File: src/source/rename_pkg.sv
// Register renaming package
package rename_pkg;

   // Architectural and physical register counts of the core.
   localparam int NUM_ARCH = 8;
   localparam int NUM_PHYS = 16;

   // Both rename and commit handle this many lanes per cycle.
   localparam int WIDTH = 2;

   // Physical registers not held by the committed map live in the free list.
   localparam int FREE_DEPTH = NUM_PHYS - NUM_ARCH;

   // Index bits of a free-list slot, without the wrap bit.
   localparam int FREE_IDX_W = $clog2(FREE_DEPTH);

   // Register numbers and free-list pointers.
   typedef logic [$clog2(NUM_ARCH)-1:0] arch_reg_t;
   typedef logic [$clog2(NUM_PHYS)-1:0] phys_reg_t;
   typedef logic [FREE_IDX_W:0]         free_ptr_t;

   // A whole alias table, one physical register per architectural register.
   typedef phys_reg_t [NUM_ARCH-1:0] arch_map_t;

   // Builds the map in which architectural register i sits in physical register i.
   function automatic arch_map_t identity_map();
      arch_map_t m;
      for (int i = 0; i < NUM_ARCH; i++) begin
         m[i] = phys_reg_t'(i);
      end
      return m;
   endfunction

   // Reset contents of both alias tables.
   localparam arch_map_t IDENTITY_MAP = identity_map();

endpackage

File: src/source/alloc_if.sv
// Allocation interface
`timescale 1ns/1ps

interface alloc_if
   import rename_pkg::*;
();

   // One bit per lane.
   // A bit is set when the lane is valid and writes a destination.
   logic [WIDTH-1:0] need;

   // Next free registers in queue order, packed onto the lanes that need one.
   phys_reg_t [WIDTH-1:0] phys;

   // High when the queue cannot serve every need bit, and during a flush.
   // No lane renames while it is high.
   logic stall;

   // The alias table asks for registers.
   modport tbl (
      output need,
      input  phys,
      input  stall
   );

   // The free list hands them out.
   modport pool (
      input  need,
      output phys,
      output stall
   );

endinterface

File: src/source/multi_write_regfile.sv
// Multi-port alias register file
`timescale 1ns/1ps

module multi_write_regfile
   import rename_pkg::*;
(
   input  logic                  CLK,
   input  logic                  RST,
   input  logic [WIDTH-1:0]      we,
   input  arch_reg_t [WIDTH-1:0] waddr,
   input  phys_reg_t [WIDTH-1:0] wdata,
   output arch_map_t             dout
);

   // One physical register number per architectural register.
   phys_reg_t regs [NUM_ARCH];

   // Reset loads the identity mapping into every entry.
   // Write ports are applied in index order.
   // When two ports hit the same entry the higher port is applied last, so it wins.
   always_ff @(posedge CLK or negedge RST) begin
      if (!RST) begin
         for (int j = 0; j < NUM_ARCH; j++) begin
            regs[j] <= IDENTITY_MAP[j];
         end
      end else begin
         for (int j = 0; j < WIDTH; j++) begin
            if (we[j]) begin
               regs[waddr[j]] <= wdata[j];
            end
         end
      end
   end

   // Every entry is visible at all times.
   // The committed map is copied whole on a flush and read per lane on a commit.
   generate
      for (genvar i = 0; i < NUM_ARCH; i++) begin : gen_dout
         assign dout[i] = regs[i];
      end
   endgenerate

endmodule

File: src/source/spec_alias_table.sv
// Speculative alias table
`timescale 1ns/1ps

module spec_alias_table
   import rename_pkg::*;
(
   input  logic                  CLK,
   input  logic                  RST,
   input  logic                  flush,
   input  logic [WIDTH-1:0]      rename_valid,
   input  logic [WIDTH-1:0]      dst_valid,
   input  arch_reg_t [WIDTH-1:0] src1,
   input  arch_reg_t [WIDTH-1:0] src2,
   input  arch_reg_t [WIDTH-1:0] dst,
   alloc_if.tbl                  alloc,
   input  arch_map_t             committed_map,
   output phys_reg_t [WIDTH-1:0] phys_src1,
   output phys_reg_t [WIDTH-1:0] phys_src2,
   output phys_reg_t [WIDTH-1:0] phys_dst,
   output phys_reg_t [WIDTH-1:0] old_dst
);

   // The table is kept as one packed vector.
   // A flush then replaces it with the committed map in a single edge.
   arch_map_t spec_map;

   // Lanes that actually write the table this cycle.
   logic [WIDTH-1:0] table_we;

   // A lane asks the free list for a register when it is valid and has a destination.
   assign alloc.need = rename_valid & dst_valid;

   // The free list already raises stall during a flush.
   assign table_we = alloc.need & {WIDTH{~alloc.stall}};

   // New destinations come straight from the free list.
   assign phys_dst = alloc.phys;

   // Each lane first reads the table.
   // An earlier lane of the same group that writes the register then overrides the read.
   // Lanes are walked in order, so the latest earlier writer wins.
   always_comb begin
      for (int i = 0; i < WIDTH; i++) begin
         phys_src1[i] = spec_map[src1[i]];
         phys_src2[i] = spec_map[src2[i]];
         old_dst[i]   = spec_map[dst[i]];
         for (int j = 0; j < i; j++) begin
            if (alloc.need[j] && src1[i] == dst[j]) begin
               phys_src1[i] = alloc.phys[j];
            end
            if (alloc.need[j] && src2[i] == dst[j]) begin
               phys_src2[i] = alloc.phys[j];
            end
            // The old mapping of a repeated destination is the earlier lane's new register.
            if (alloc.need[j] && dst[i] == dst[j]) begin
               old_dst[i] = alloc.phys[j];
            end
         end
      end
   end

   // Flush restores the committed state and ignores rename.
   // Otherwise lanes are written in order, so lane 1 wins a shared destination.
   always_ff @(posedge CLK or negedge RST) begin
      if (!RST) begin
         spec_map <= IDENTITY_MAP;
      end else if (flush) begin
         spec_map <= committed_map;
      end else begin
         for (int i = 0; i < WIDTH; i++) begin
            if (table_we[i]) begin
               spec_map[dst[i]] <= alloc.phys[i];
            end
         end
      end
   end

   // A stalled cycle outside a flush leaves the table untouched at the next edge.
   assert property (@(posedge CLK) disable iff (!RST)
      alloc.stall && !flush |=> spec_map == $past(spec_map))
      else $error("speculative table written under stall");

endmodule

File: src/source/free_list.sv
// Physical register free list
`timescale 1ns/1ps

module free_list
   import rename_pkg::*;
(
   input  logic                  CLK,
   input  logic                  RST,
   input  logic                  flush,
   alloc_if.pool                 alloc,
   input  logic [WIDTH-1:0]      rel_valid,
   input  phys_reg_t [WIDTH-1:0] rel_phys
);

   // Circular queue of register numbers.
   // Pointers carry one extra wrap bit so that full and empty differ.
   phys_reg_t queue [FREE_DEPTH];

   // The speculative head moves on rename.
   // The committed head trails it and moves on commit.
   // The tail moves as released registers are pushed.
   free_ptr_t spec_head;
   free_ptr_t commit_head;
   free_ptr_t tail;

   free_ptr_t free_count;
   free_ptr_t pop_count;
   free_ptr_t push_count;
   free_ptr_t push_ptr [WIDTH];

   // Entries between the speculative head and the tail are free.
   assign free_count = tail - spec_head;

   // Hand out head entries in queue order to the lanes that need one.
   // A lane without a need still sees the next entry but does not consume it.
   always_comb begin
      free_ptr_t rd;
      rd = spec_head;
      for (int i = 0; i < WIDTH; i++) begin
         alloc.phys[i] = queue[rd[FREE_IDX_W-1:0]];
         if (alloc.need[i]) begin
            rd = rd + 1'b1;
         end
      end
      pop_count = rd - spec_head;
   end

   // Not enough free entries for the whole group stalls every lane.
   // The flush cycle stalls too.
   assign alloc.stall = flush || (free_count < pop_count);

   // Released registers take consecutive tail slots in lane order.
   always_comb begin
      free_ptr_t wr;
      wr = tail;
      for (int i = 0; i < WIDTH; i++) begin
         push_ptr[i] = wr;
         if (rel_valid[i]) begin
            wr = wr + 1'b1;
         end
      end
      push_count = wr - tail;
   end

   // Every commit with a destination releases one register and also retires one allocation.
   // So the tail and the committed head advance by the same amount.
   // Flush rewinds the speculative head, which is safe since commit is idle then.
   always_ff @(posedge CLK or negedge RST) begin
      if (!RST) begin
         spec_head   <= '0;
         commit_head <= '0;
         tail        <= free_ptr_t'(FREE_DEPTH);
      end else begin
         tail        <= tail + push_count;
         commit_head <= commit_head + push_count;
         if (flush) begin
            spec_head <= commit_head;
         end else if (!alloc.stall) begin
            spec_head <= spec_head + pop_count;
         end
      end
   end

   // After reset the queue holds the registers above the identity map, in order.
   // A push lands on a slot the committed head has already passed.
   always_ff @(posedge CLK or negedge RST) begin
      if (!RST) begin
         for (int i = 0; i < FREE_DEPTH; i++) begin
            queue[i] <= phys_reg_t'(NUM_ARCH + i);
         end
      end else begin
         for (int i = 0; i < WIDTH; i++) begin
            if (rel_valid[i]) begin
               queue[push_ptr[i][FREE_IDX_W-1:0]] <= rel_phys[i];
            end
         end
      end
   end

   // The queue never claims more free entries than it has slots.
   assert property (@(posedge CLK) disable iff (!RST)
      free_count <= free_ptr_t'(FREE_DEPTH))
      else $error("free list over capacity");

   // Commits retire only what rename handed out, so the committed head stays behind.
   assert property (@(posedge CLK) disable iff (!RST)
      free_ptr_t'(spec_head - commit_head) <= free_ptr_t'(FREE_DEPTH))
      else $error("committed head passed speculative head");

endmodule

File: src/source/commit_alias_table.sv
// Committed alias table
`timescale 1ns/1ps

module commit_alias_table
   import rename_pkg::*;
(
   input  logic                  CLK,
   input  logic                  RST,
   input  logic [WIDTH-1:0]      commit_valid,
   input  arch_reg_t [WIDTH-1:0] commit_arch,
   input  phys_reg_t [WIDTH-1:0] commit_phys,
   output arch_map_t             committed_map,
   output logic [WIDTH-1:0]      rel_valid,
   output phys_reg_t [WIDTH-1:0] rel_phys
);

   // Each committing lane writes its new mapping.
   // The register file lets lane 1 win when both lanes name one register.
   multi_write_regfile u_regfile (
      .CLK   (CLK),
      .RST   (RST),
      .we    (commit_valid),
      .waddr (commit_arch),
      .wdata (commit_phys),
      .dout  (committed_map)
   );

   // A commit with a destination always frees exactly one register.
   assign rel_valid = commit_valid;

   // The freed register is the mapping this lane replaces.
   // That is the current entry, unless an earlier lane of the same group just wrote it.
   // In that case the earlier lane's register is the one displaced.
   always_comb begin
      for (int i = 0; i < WIDTH; i++) begin
         rel_phys[i] = committed_map[commit_arch[i]];
         for (int j = 0; j < i; j++) begin
            if (commit_valid[j] && commit_arch[j] == commit_arch[i]) begin
               rel_phys[i] = commit_phys[j];
            end
         end
      end
   end

   // A released register must not be the one the same lane installs.
   generate
      for (genvar i = 0; i < WIDTH; i++) begin : gen_rel_chk
         assert property (@(posedge CLK) disable iff (!RST)
            rel_valid[i] |-> rel_phys[i] != commit_phys[i])
            else $error("lane %0d releases its own register", i);
      end
   endgenerate

endmodule

File: src/source/rename_top.sv
// Register rename top level
`timescale 1ns/1ps

module rename_top
   import rename_pkg::*;
(
   input  logic                  CLK,
   input  logic                  RST,
   input  logic                  flush,
   input  logic [WIDTH-1:0]      rename_valid,
   input  logic [WIDTH-1:0]      dst_valid,
   input  arch_reg_t [WIDTH-1:0] src1,
   input  arch_reg_t [WIDTH-1:0] src2,
   input  arch_reg_t [WIDTH-1:0] dst,
   input  logic [WIDTH-1:0]      commit_valid,
   input  arch_reg_t [WIDTH-1:0] commit_arch,
   input  phys_reg_t [WIDTH-1:0] commit_phys,
   output phys_reg_t [WIDTH-1:0] phys_src1,
   output phys_reg_t [WIDTH-1:0] phys_src2,
   output phys_reg_t [WIDTH-1:0] phys_dst,
   output phys_reg_t [WIDTH-1:0] old_dst,
   output logic                  stall
);

   // Per-cycle allocation between the speculative table and the free list.
   alloc_if u_alloc ();

   // Release path from the committed table to the free list.
   logic [WIDTH-1:0]      rel_valid;
   phys_reg_t [WIDTH-1:0] rel_phys;

   // Whole committed map, copied into the speculative table on a flush.
   arch_map_t committed_map;

   spec_alias_table u_spec (
      .CLK           (CLK),
      .RST           (RST),
      .flush         (flush),
      .rename_valid  (rename_valid),
      .dst_valid     (dst_valid),
      .src1          (src1),
      .src2          (src2),
      .dst           (dst),
      .alloc         (u_alloc.tbl),
      .committed_map (committed_map),
      .phys_src1     (phys_src1),
      .phys_src2     (phys_src2),
      .phys_dst      (phys_dst),
      .old_dst       (old_dst)
   );

   // rel_valid follows commit_valid lane for lane.
   // It both pushes the freed registers and advances the committed head.
   free_list u_free (
      .CLK       (CLK),
      .RST       (RST),
      .flush     (flush),
      .alloc     (u_alloc.pool),
      .rel_valid (rel_valid),
      .rel_phys  (rel_phys)
   );

   commit_alias_table u_commit (
      .CLK           (CLK),
      .RST           (RST),
      .commit_valid  (commit_valid),
      .commit_arch   (commit_arch),
      .commit_phys   (commit_phys),
      .committed_map (committed_map),
      .rel_valid     (rel_valid),
      .rel_phys      (rel_phys)
   );

   assign stall = u_alloc.stall;

   // Flush rewinds to the committed state, which must not move in the same cycle.
   assert property (@(posedge CLK) disable iff (!RST)
      !(flush && |commit_valid))
      else $error("flush and commit in the same cycle");

endmodule

File: config.mk
export PLATFORM = sky130hd
export DESIGN_NAME = rename_top
export DESIGN_NICKNAME = d
export VERILOG_FILES = /design/src/source/rename_pkg.sv /design/src/source/alloc_if.sv /design/src/source/multi_write_regfile.sv /design/src/source/spec_alias_table.sv /design/src/source/free_list.sv /design/src/source/commit_alias_table.sv /design/src/source/rename_top.sv
export SDC_FILE = /design/constraint.sdc
export NUM_CORES = 1
export LEC_CHECK = 0
export BUFFER_PORTS_ARGS = -buffer_cell sky130_fd_sc_hd__buf_2
export CAP_MARGIN = 20
export CELL_PAD_IN_SITES_DETAIL_PLACEMENT = 1
export CELL_PAD_IN_SITES_GLOBAL_PLACEMENT = 1
export CORE_ASPECT_RATIO = 1.5
export CORE_UTILIZATION = 53
export CTS_CLUSTER_DIAMETER = 80
export CTS_CLUSTER_SIZE = 28
export DETAILED_ROUTE_END_ITERATION = 8
export GPL_ROUTABILITY_DRIVEN = 0
export HOLD_SLACK_MARGIN = 0.12
export PLACE_DENSITY_LB_ADDON = 0.12
export SETUP_SLACK_MARGIN = 0.15
export SLEW_MARGIN = 30
export SYNTH_ARGS = -nofsm -noshare
export SYNTH_HDL_FRONTEND = slang
export SYNTH_SLANG_ARGS = --single-unit
File: constraint.sdc
create_clock -name CLK -period 7.5 [get_ports CLK]
set_clock_uncertainty 0.15 [all_clocks]
set_input_delay 0 -clock CLK [delete_from_list [all_inputs] [get_ports CLK]]
set_output_delay 0 -clock CLK [all_outputs]
set_load 0.01 [all_outputs]
# --- Yosys cells after proc, flatten, opt, wreduce, memory -nomap -nowiden ---
# Cells that the tools add are included.
word_totals:
  ff_bits: 108
  input_bits: 41
  output_inout_bits: 33
  elab_cells: 141
classes:
  n_addsub: 10
  magnitude_cmp: 21
  n_eq_ne: 5
  mux: 58
  n_bitwise: 9
  n_reduce_logical: 11
op_table:
  columns: ["op", "count"]
  rows:
  - ["32-bit 2-to-1 mux", 8]
  - ["32-bit bitwise mux", 6]
  - ["4-bit binary-select mux with 3-bit select", 10]
  - ["4-bit 2-to-1 mux", 28]
  - ["4-bit demux with 3-bit select", 6]
  - ["3-bit by 4-bit less-than comparator with 1-bit output, second input constant", 8]
  - ["4-bit >= comparator, second input constant", 6]
  - ["3-bit NOT with 4-bit output", 6]
  - ["4-bit by 1-bit adder with 4-bit output, second input constant", 4]
  - ["4-bit by 1-bit less-than comparator with 1-bit output, second input constant", 4]
  - ["4-bit adder", 3]
  - ["3-bit == test", 4]
  - ["4-bit subtractor", 3]
  - ["1-bit logical AND", 10]
  - ["3-bit by 1-bit >= comparator with 1-bit output, second input constant", 2]
  - ["2-bit bitwise AND", 2]
  - ["4-bit less-than comparator", 1]
  - ["2-bit inequality test, second input constant", 1]
  - ["1-bit logical OR", 1]
  - ["1-bit NOT", 1]

# --- Logic depth before layout (Yosys ltp) ---
depth:
  ltp_word: 14
  depth_mapped: 20
  depth_no_buf: 17

# --- Modules after synthesis ---
# A second synthesis with hierarchy kept.
hier_totals:
  hier_cells: 931
  hier_area_um2: 9796.9
modules_own_cells:
  columns: ["mod", "instances", "cells_per_inst", "area_each_um2", "seq_area_each_um2"]
  rows:
  - ["spec_alias_table", 1, 375, 3917.5, 815.8]
  - ["free_list", 1, 352, 3580.9, 1127.3]
  - ["multi_write_regfile", 1, 166, 1701.6, 815.8]
  - ["commit_alias_table", 1, 38, 596.8, 0.0]

# --- Worst setup path after synthesis ---
# OpenSTA, ideal clock, no wires.
synth_timing:
  kind: "reg2reg"
  startpoint: "register u_free.spec_head[0]"
  endpoint: "register u_spec.spec_map[29] in the netlist's numbering"
  setup_time_ps: 88
  t_arrival_ps: 3749
  required_ps: 7262
  slack_ps: 3513
  path_stages_with_launch: 18
  n_path_buf: 1
  period_less_slack_ps: 3987
  cell_sequence: "dfrtp_1 ha_1 nand3_2 nand2_4 ha_1 o21a_1 inv_1 fa_1 xnor2_1 inv_1 ha_1 o21a_1 nor2_1 or2_1 buf_2 or4_4 nor2b_4 a221oi_2"
synth_between:
  elab_chain_len: 14
  elab_cells_between_ends: 24
  classes_between: "add/sub: 4; order compare: 1; mux: 14; bitwise: 4; reduce/logical: 1"
synth_rtl:
  columns: ["item", "line_no", "text"]
  rows:
  - ["from (decl)", "free_list.sv:22", "free_ptr_t spec_head;"]
  - ["from (signal assigned)", "free_list.sv:77", "spec_head <= commit_head;"]
  - ["from (signal assigned)", "free_list.sv:79", "spec_head <= spec_head + pop_count;"]
  - ["4-bit by 1-bit adder with 4-bit output", "free_list.sv:42", "rd = rd + 1'b1;"]
  - ["4-bit 2-to-1 mux", "free_list.sv:41", "if (alloc.need[i]) begin"]
  - ["4-bit by 1-bit adder with 4-bit output", "free_list.sv:42", null]
  - ["4-bit 2-to-1 mux", "free_list.sv:41", null]
  - ["4-bit subtractor", "free_list.sv:45", "pop_count = rd - spec_head;"]
  - ["4-bit less-than comparator", "free_list.sv:50", "assign alloc.stall = flush || (free_count < pop_count);"]
  - ["1-bit logical OR", "free_list.sv:50", null]
  - ["1-bit NOT", "spec_alias_table.sv:34", "assign table_we = alloc.need & {WIDTH{~alloc.stall}};"]
  - ["2-bit bitwise AND", "spec_alias_table.sv:34", null]
  - ["32-bit 2-to-1 mux", "spec_alias_table.sv:71", "if (table_we[i]) begin"]
  - ["32-bit 2-to-1 mux", "spec_alias_table.sv:67", "end else if (flush) begin"]
  - ["32-bit bitwise mux", "spec_alias_table.sv:72", "spec_map[dst[i]] <= alloc.phys[i];"]
  - ["32-bit 2-to-1 mux *", "spec_alias_table.sv:71", null]
  - ["32-bit 2-to-1 mux *", "spec_alias_table.sv:67", null]
  - ["to (signal assigned)", "spec_alias_table.sv:68", "spec_map <= committed_map;"]
  - ["to (signal, indexed assignment)", "spec_alias_table.sv:72", null]
  - ["to (decl)", "spec_alias_table.sv:25", "arch_map_t spec_map;"]
# Mark *: on every way between the ends. The rest lies on a longest branch, timed or not. The select of a mux whose other input is x is not followed.
# A chain may end at the register's enable or synchronous reset.

# --- Worst setup path after layout ---
layout_timing:
  startpoint: "register u_free.spec_head[1]"
  endpoint: "register u_spec.spec_map[26] in the netlist's numbering"
# The elaborated chain is that of the path after synthesis.

==> results.sh <==
export IMPL_status="finished, violations left"
export IMPL_violated_checks="design-rule violations"
export IMPL_finalHoldViolCount=0
export IMPL_highest_clock_rate_mhz=206.2
export IMPL_routed_wl_mm=32.23
export IMPL_via_count=8273
export IMPL_synth_yosys_warnings=0
export IMPL_io_buffers=73
export IMPL_fin_crit_sh=0.6467
export IMPL_via_count_of_the_first_global_routing_pass=8820
export IMPL_worstPathBufferInverterCount=2
export IMPL_cts_sink_count=108
export IMPL_synth_net_count=1035
export IMPL_post_synth_instance_area_um2=9635
export IMPL_antenna_found_initial=0
export IMPL_powerDensity_nw_per_um2=456.9
export IMPL_share_of_total_power_in_sequential_cells=0.267
export IMPL_hold_buf_cts=23
export IMPL_worst_ep_arrival_time_ps=4950
export IMPL_htree_num_levels=3
export IMPL_tritoncts="built"
export IMPL_grt_setup_unrepaired="false"
export IMPL_pwr_share_clk=0.100
export IMPL_antennaDiodeCount=0
export IMPL_drt_wirelength_per_cell_um=26.28
export IMPL_design_portCount=74
export IMPL_power_share_switching=0.4962
export IMPL_synth_lib_cells_used_distinct=69
export IMPL_leak_uw=0.004166
export IMPL_crit_required_ps=7600
export IMPL_route_antenna_remaining_nets=0
export IMPL_timing_setup_tns_ps=0
export IMPL_critical_path_top_delay_family="simple AND/OR/NAND/NOR gates"
export IMPL_cts_inserted_buffers=9
export IMPL_timing_critical_path_to_type="flop"
export IMPL_hpwl_mm=23.58
export IMPL_worst_slew_margin_relative_to_its_limit=0.3393
export IMPL_clk_pin_slew_worst_paths_ps=80
export IMPL_cap_violations=0
export IMPL_min_path_type="in2reg"
export IMPL_final_period_demand_of_the_worst_path_ps=4851
export IMPL_max_stage_delay_ps=650
export IMPL_drive_gt1_frac=0.2686
export IMPL_cp_cell_sequence="ha_1 > nand3_2 > nand2_4 > ha_1 > o21a_1 > inv_1 > fa_1 > xnor2_1 > inv_1 > ha_1 > o21a_1 > nor2_1 > or3_1 > nor2_1 > nor2_1 > a221oi_1"
export IMPL_grt_overflow=0
export IMPL_fp_dieW_um=112.1
export IMPL_row_count=60
export IMPL_synth_top_flop_cell="sky130_fd_sc_hd__dfrtp_1"
export IMPL_slowest_stage="sky130_fd_sc_hd__dfrtp_1"
export IMPL_final_max_slew_violation_count=0
export IMPL_area_growth_pct=8.934
export IMPL_start_util=0.5393
export IMPL_syn_avg_cell_area_um2=9.985
export IMPL_postSynth_asyncResetShare=1.000
export IMPL_clock_tree_buffer_depth=2
export IMPL_drt_iter0_markers=707
export IMPL_worstSetupPathType="reg2reg"
export IMPL_largest_net_degree_at_the_start_of_global_routing=69
export IMPL_ir_drop_v=0.0003928
export IMPL_fin_nets=1074
export IMPL_grt_pass1_wl_mm=50.83
export IMPL_dieHeight_um=167.1
export IMPL_route_detailed_drc=11
export IMPL_clk_root_buffer_cell="sky130_fd_sc_hd__clkbuf_16"
export IMPL_timing_final_setup_violations=0
export IMPL_cts_setup_buffers=0
export IMPL_cp_max_fo=13
export IMPL_seq_area_frac_synth=0.2863
export IMPL_totalPowerFinal_uw=4796
export IMPL_core_um2=17870
export IMPL_number_of_synthesized_flops_with_an_enable_pin=0
export IMPL_cts_repair_resized=0
export IMPL_die_area_um2=18730
export IMPL_drt_first_pass_iters=7
export IMPL_max_slew_worst_pin_slew_ps=963.5
export IMPL_p_sw_uw=2380
export IMPL_internal_power_uw=2416
export IMPL_yosys_register_bits=108
export IMPL_grt_usage=0.3554
export IMPL_p_comb_frac=0.633
export IMPL_critical_path_startpoint_type="flop"
export IMPL_via_per_inst=6.748
export IMPL_clock_insertion_delay_worst_skew_ps=360
export IMPL_synthesis_instances=965
==> cell families after synthesis <==
family / synth area share
AO/OA/AOI/OAI: 0.1376
XOR/XNOR: 0.04298
adder cells (fa/ha/maj): 0.04233
buffers and inverters: 0.04830
flip-flops: 0.2863
multiplexers: 0.2822
AND/OR/NAND/NOR: 0.1602
==> layer usage <==
metal,track usage,routed length (um),vias up
li1,-,-,3651
met1,0.4472,12950,4204
met2,0.6106,16250,338
met3,0.03619,1540,80
met4,0.1722,1484,0
met5,0,0,-
==> final cells by class <==
type	count	area [um^2]
clock buffers	9	225.2
clock inverters	7	56.30
fillers	2004	7371
inverters	22	82.58
multi-input cells	758	6426
flip-flops and latches	108	2759
well taps	217	271.5
repair buffers	105	675.6
==> cell usage after synthesis (all sizes together), types with 6 or more instances <==
cell type | n | area [um^2]
nor3 | 27 | 180.2
a22o | 6 | 52.55
mux2i | 110 | 1101
clkbuf | 31 | 118.9
nor3b | 8 | 75.08
dfrtp | 63 | 1577
mux2 | 26 | 304.0
nor2 | 59 | 221.5
nand3 | 12 | 65.06
ha | 23 | 287.8
buf | 46 | 264.0
xor2 | 14 | 122.6
a211oi | 18 | 150.2
a221oi | 22 | 242.7
o21ai | 80 | 400.4
nand2 | 102 | 395.4
mux4 | 58 | 1314
nor2b | 37 | 239.0
nand4b | 6 | 52.55
dfstp | 45 | 1182
a22oi | 9 | 67.56
and3 | 10 | 62.56
xnor2 | 26 | 291.5
nand4 | 12 | 75.07
fa | 6 | 120.1
a21oi | 35 | 175.2
inv | 22 | 82.58
==> sequential cells by signal, summed over array words and instances (netlist names) <==
signal,flops
u_commit.u_regfile.dout,32
u_free.tail,4
u_free.spec_head,4
u_free.commit_head,4
u_free.queue,32
u_spec.spec_map,32
==> worst register-to-register path: stages, from the launching register on <==
cell and delay (ps):
sky130_fd_sc_hd__dfrtp_1 650, sky130_fd_sc_hd__ha_1 430, sky130_fd_sc_hd__nand3_2 190, sky130_fd_sc_hd__nand2_4 100, sky130_fd_sc_hd__ha_1 280, sky130_fd_sc_hd__o21a_1 150, sky130_fd_sc_hd__inv_1 70, sky130_fd_sc_hd__fa_1 470
sky130_fd_sc_hd__xnor2_1 230, sky130_fd_sc_hd__inv_1 80, sky130_fd_sc_hd__ha_1 280, sky130_fd_sc_hd__o21a_1 120, sky130_fd_sc_hd__nor2_1 70, sky130_fd_sc_hd__or3_1 490, sky130_fd_sc_hd__nor2_1 460, sky130_fd_sc_hd__nor2_1 200
sky130_fd_sc_hd__a221oi_1 320
==> power by group through the flow <==
stage | clock network [uW] | registers, uW | logic (uW)
finish | 480 | 1280 | 3040
global placement | 0 | 1260 | 2880
global route | 504 | 1300 | 3310
floorplan | 0 | 1040 | 2330
detailed placement | 0 | 1270 | 3000
CTS | 480 | 1260 | 3040
==> final timing paths <==
kind                                              from                           to  slack (ps)  cells after the start
max                                u_free.spec_head[1]          u_spec.spec_map[26]        2650                     16
min                                     commit_arch[3]  u_commit.u_regfile.dout[28]         140                      3
max reg2reg                        u_free.spec_head[1]          u_spec.spec_map[26]        2650                     16
min reg2reg                u_commit.u_regfile.dout[12]          u_spec.spec_map[12]         420                      2
max in group asynchronous                          RST               u_free.tail[2]        6100                      3
min in group asynchronous                          RST           u_spec.spec_map[4]         230                      2
==> stage by stage <==
stage | worst slack (ps) | instances | util | instance area (um^2) | hold WS [ps]
after floorplan | 3513 | 965 | - | 9635 | -445.6
after global placement | 2559 | 1187 | 0.5574 | 9960 | -91.34
after detailed placement | 2667 | 1187 | 0.5581 | 9971 | -80.07
after CTS | 2633 | 1226 | 0.5873 | 10490 | 138.0
after global routing | 2355 | 1226 | 0.5875 | 10500 | 220.0
final | 2649 | 1226 | 0.5875 | 10500 | 135.4
==> placed cells by master, fill, tap and decap left out, types with 10 or more instances in the layout <==
master                          netlist  final
sky130_fd_sc_hd__a21oi_1             35     35
sky130_fd_sc_hd__dfrtp_1             63     63
sky130_fd_sc_hd__mux4_2              56     56
sky130_fd_sc_hd__nor2b_1             36     36
sky130_fd_sc_hd__nor3_1              18     18
sky130_fd_sc_hd__nand3_1             11     11
sky130_fd_sc_hd__mux2i_1            110    109
sky130_fd_sc_hd__nand2_1             99     99
sky130_fd_sc_hd__nor2_1              59     57
sky130_fd_sc_hd__mux2_2              22     22
sky130_fd_sc_hd__dlygate4sd3_1        0     22
sky130_fd_sc_hd__buf_2               31     72
sky130_fd_sc_hd__dfstp_2             45     45
sky130_fd_sc_hd__o21ai_1             15     15
sky130_fd_sc_hd__xnor2_1             22     22
sky130_fd_sc_hd__a221oi_1            14     14
sky130_fd_sc_hd__buf_4                3     10
sky130_fd_sc_hd__xor2_1              14     14
sky130_fd_sc_hd__o21ai_0             65     65
sky130_fd_sc_hd__inv_1               17     17
sky130_fd_sc_hd__and3_1              10     10
sky130_fd_sc_hd__nand4_1             12     12
sky130_fd_sc_hd__a211oi_1            15     15
sky130_fd_sc_hd__ha_1                23     23
No activity file was read; power rests on OpenSTA's default activity.
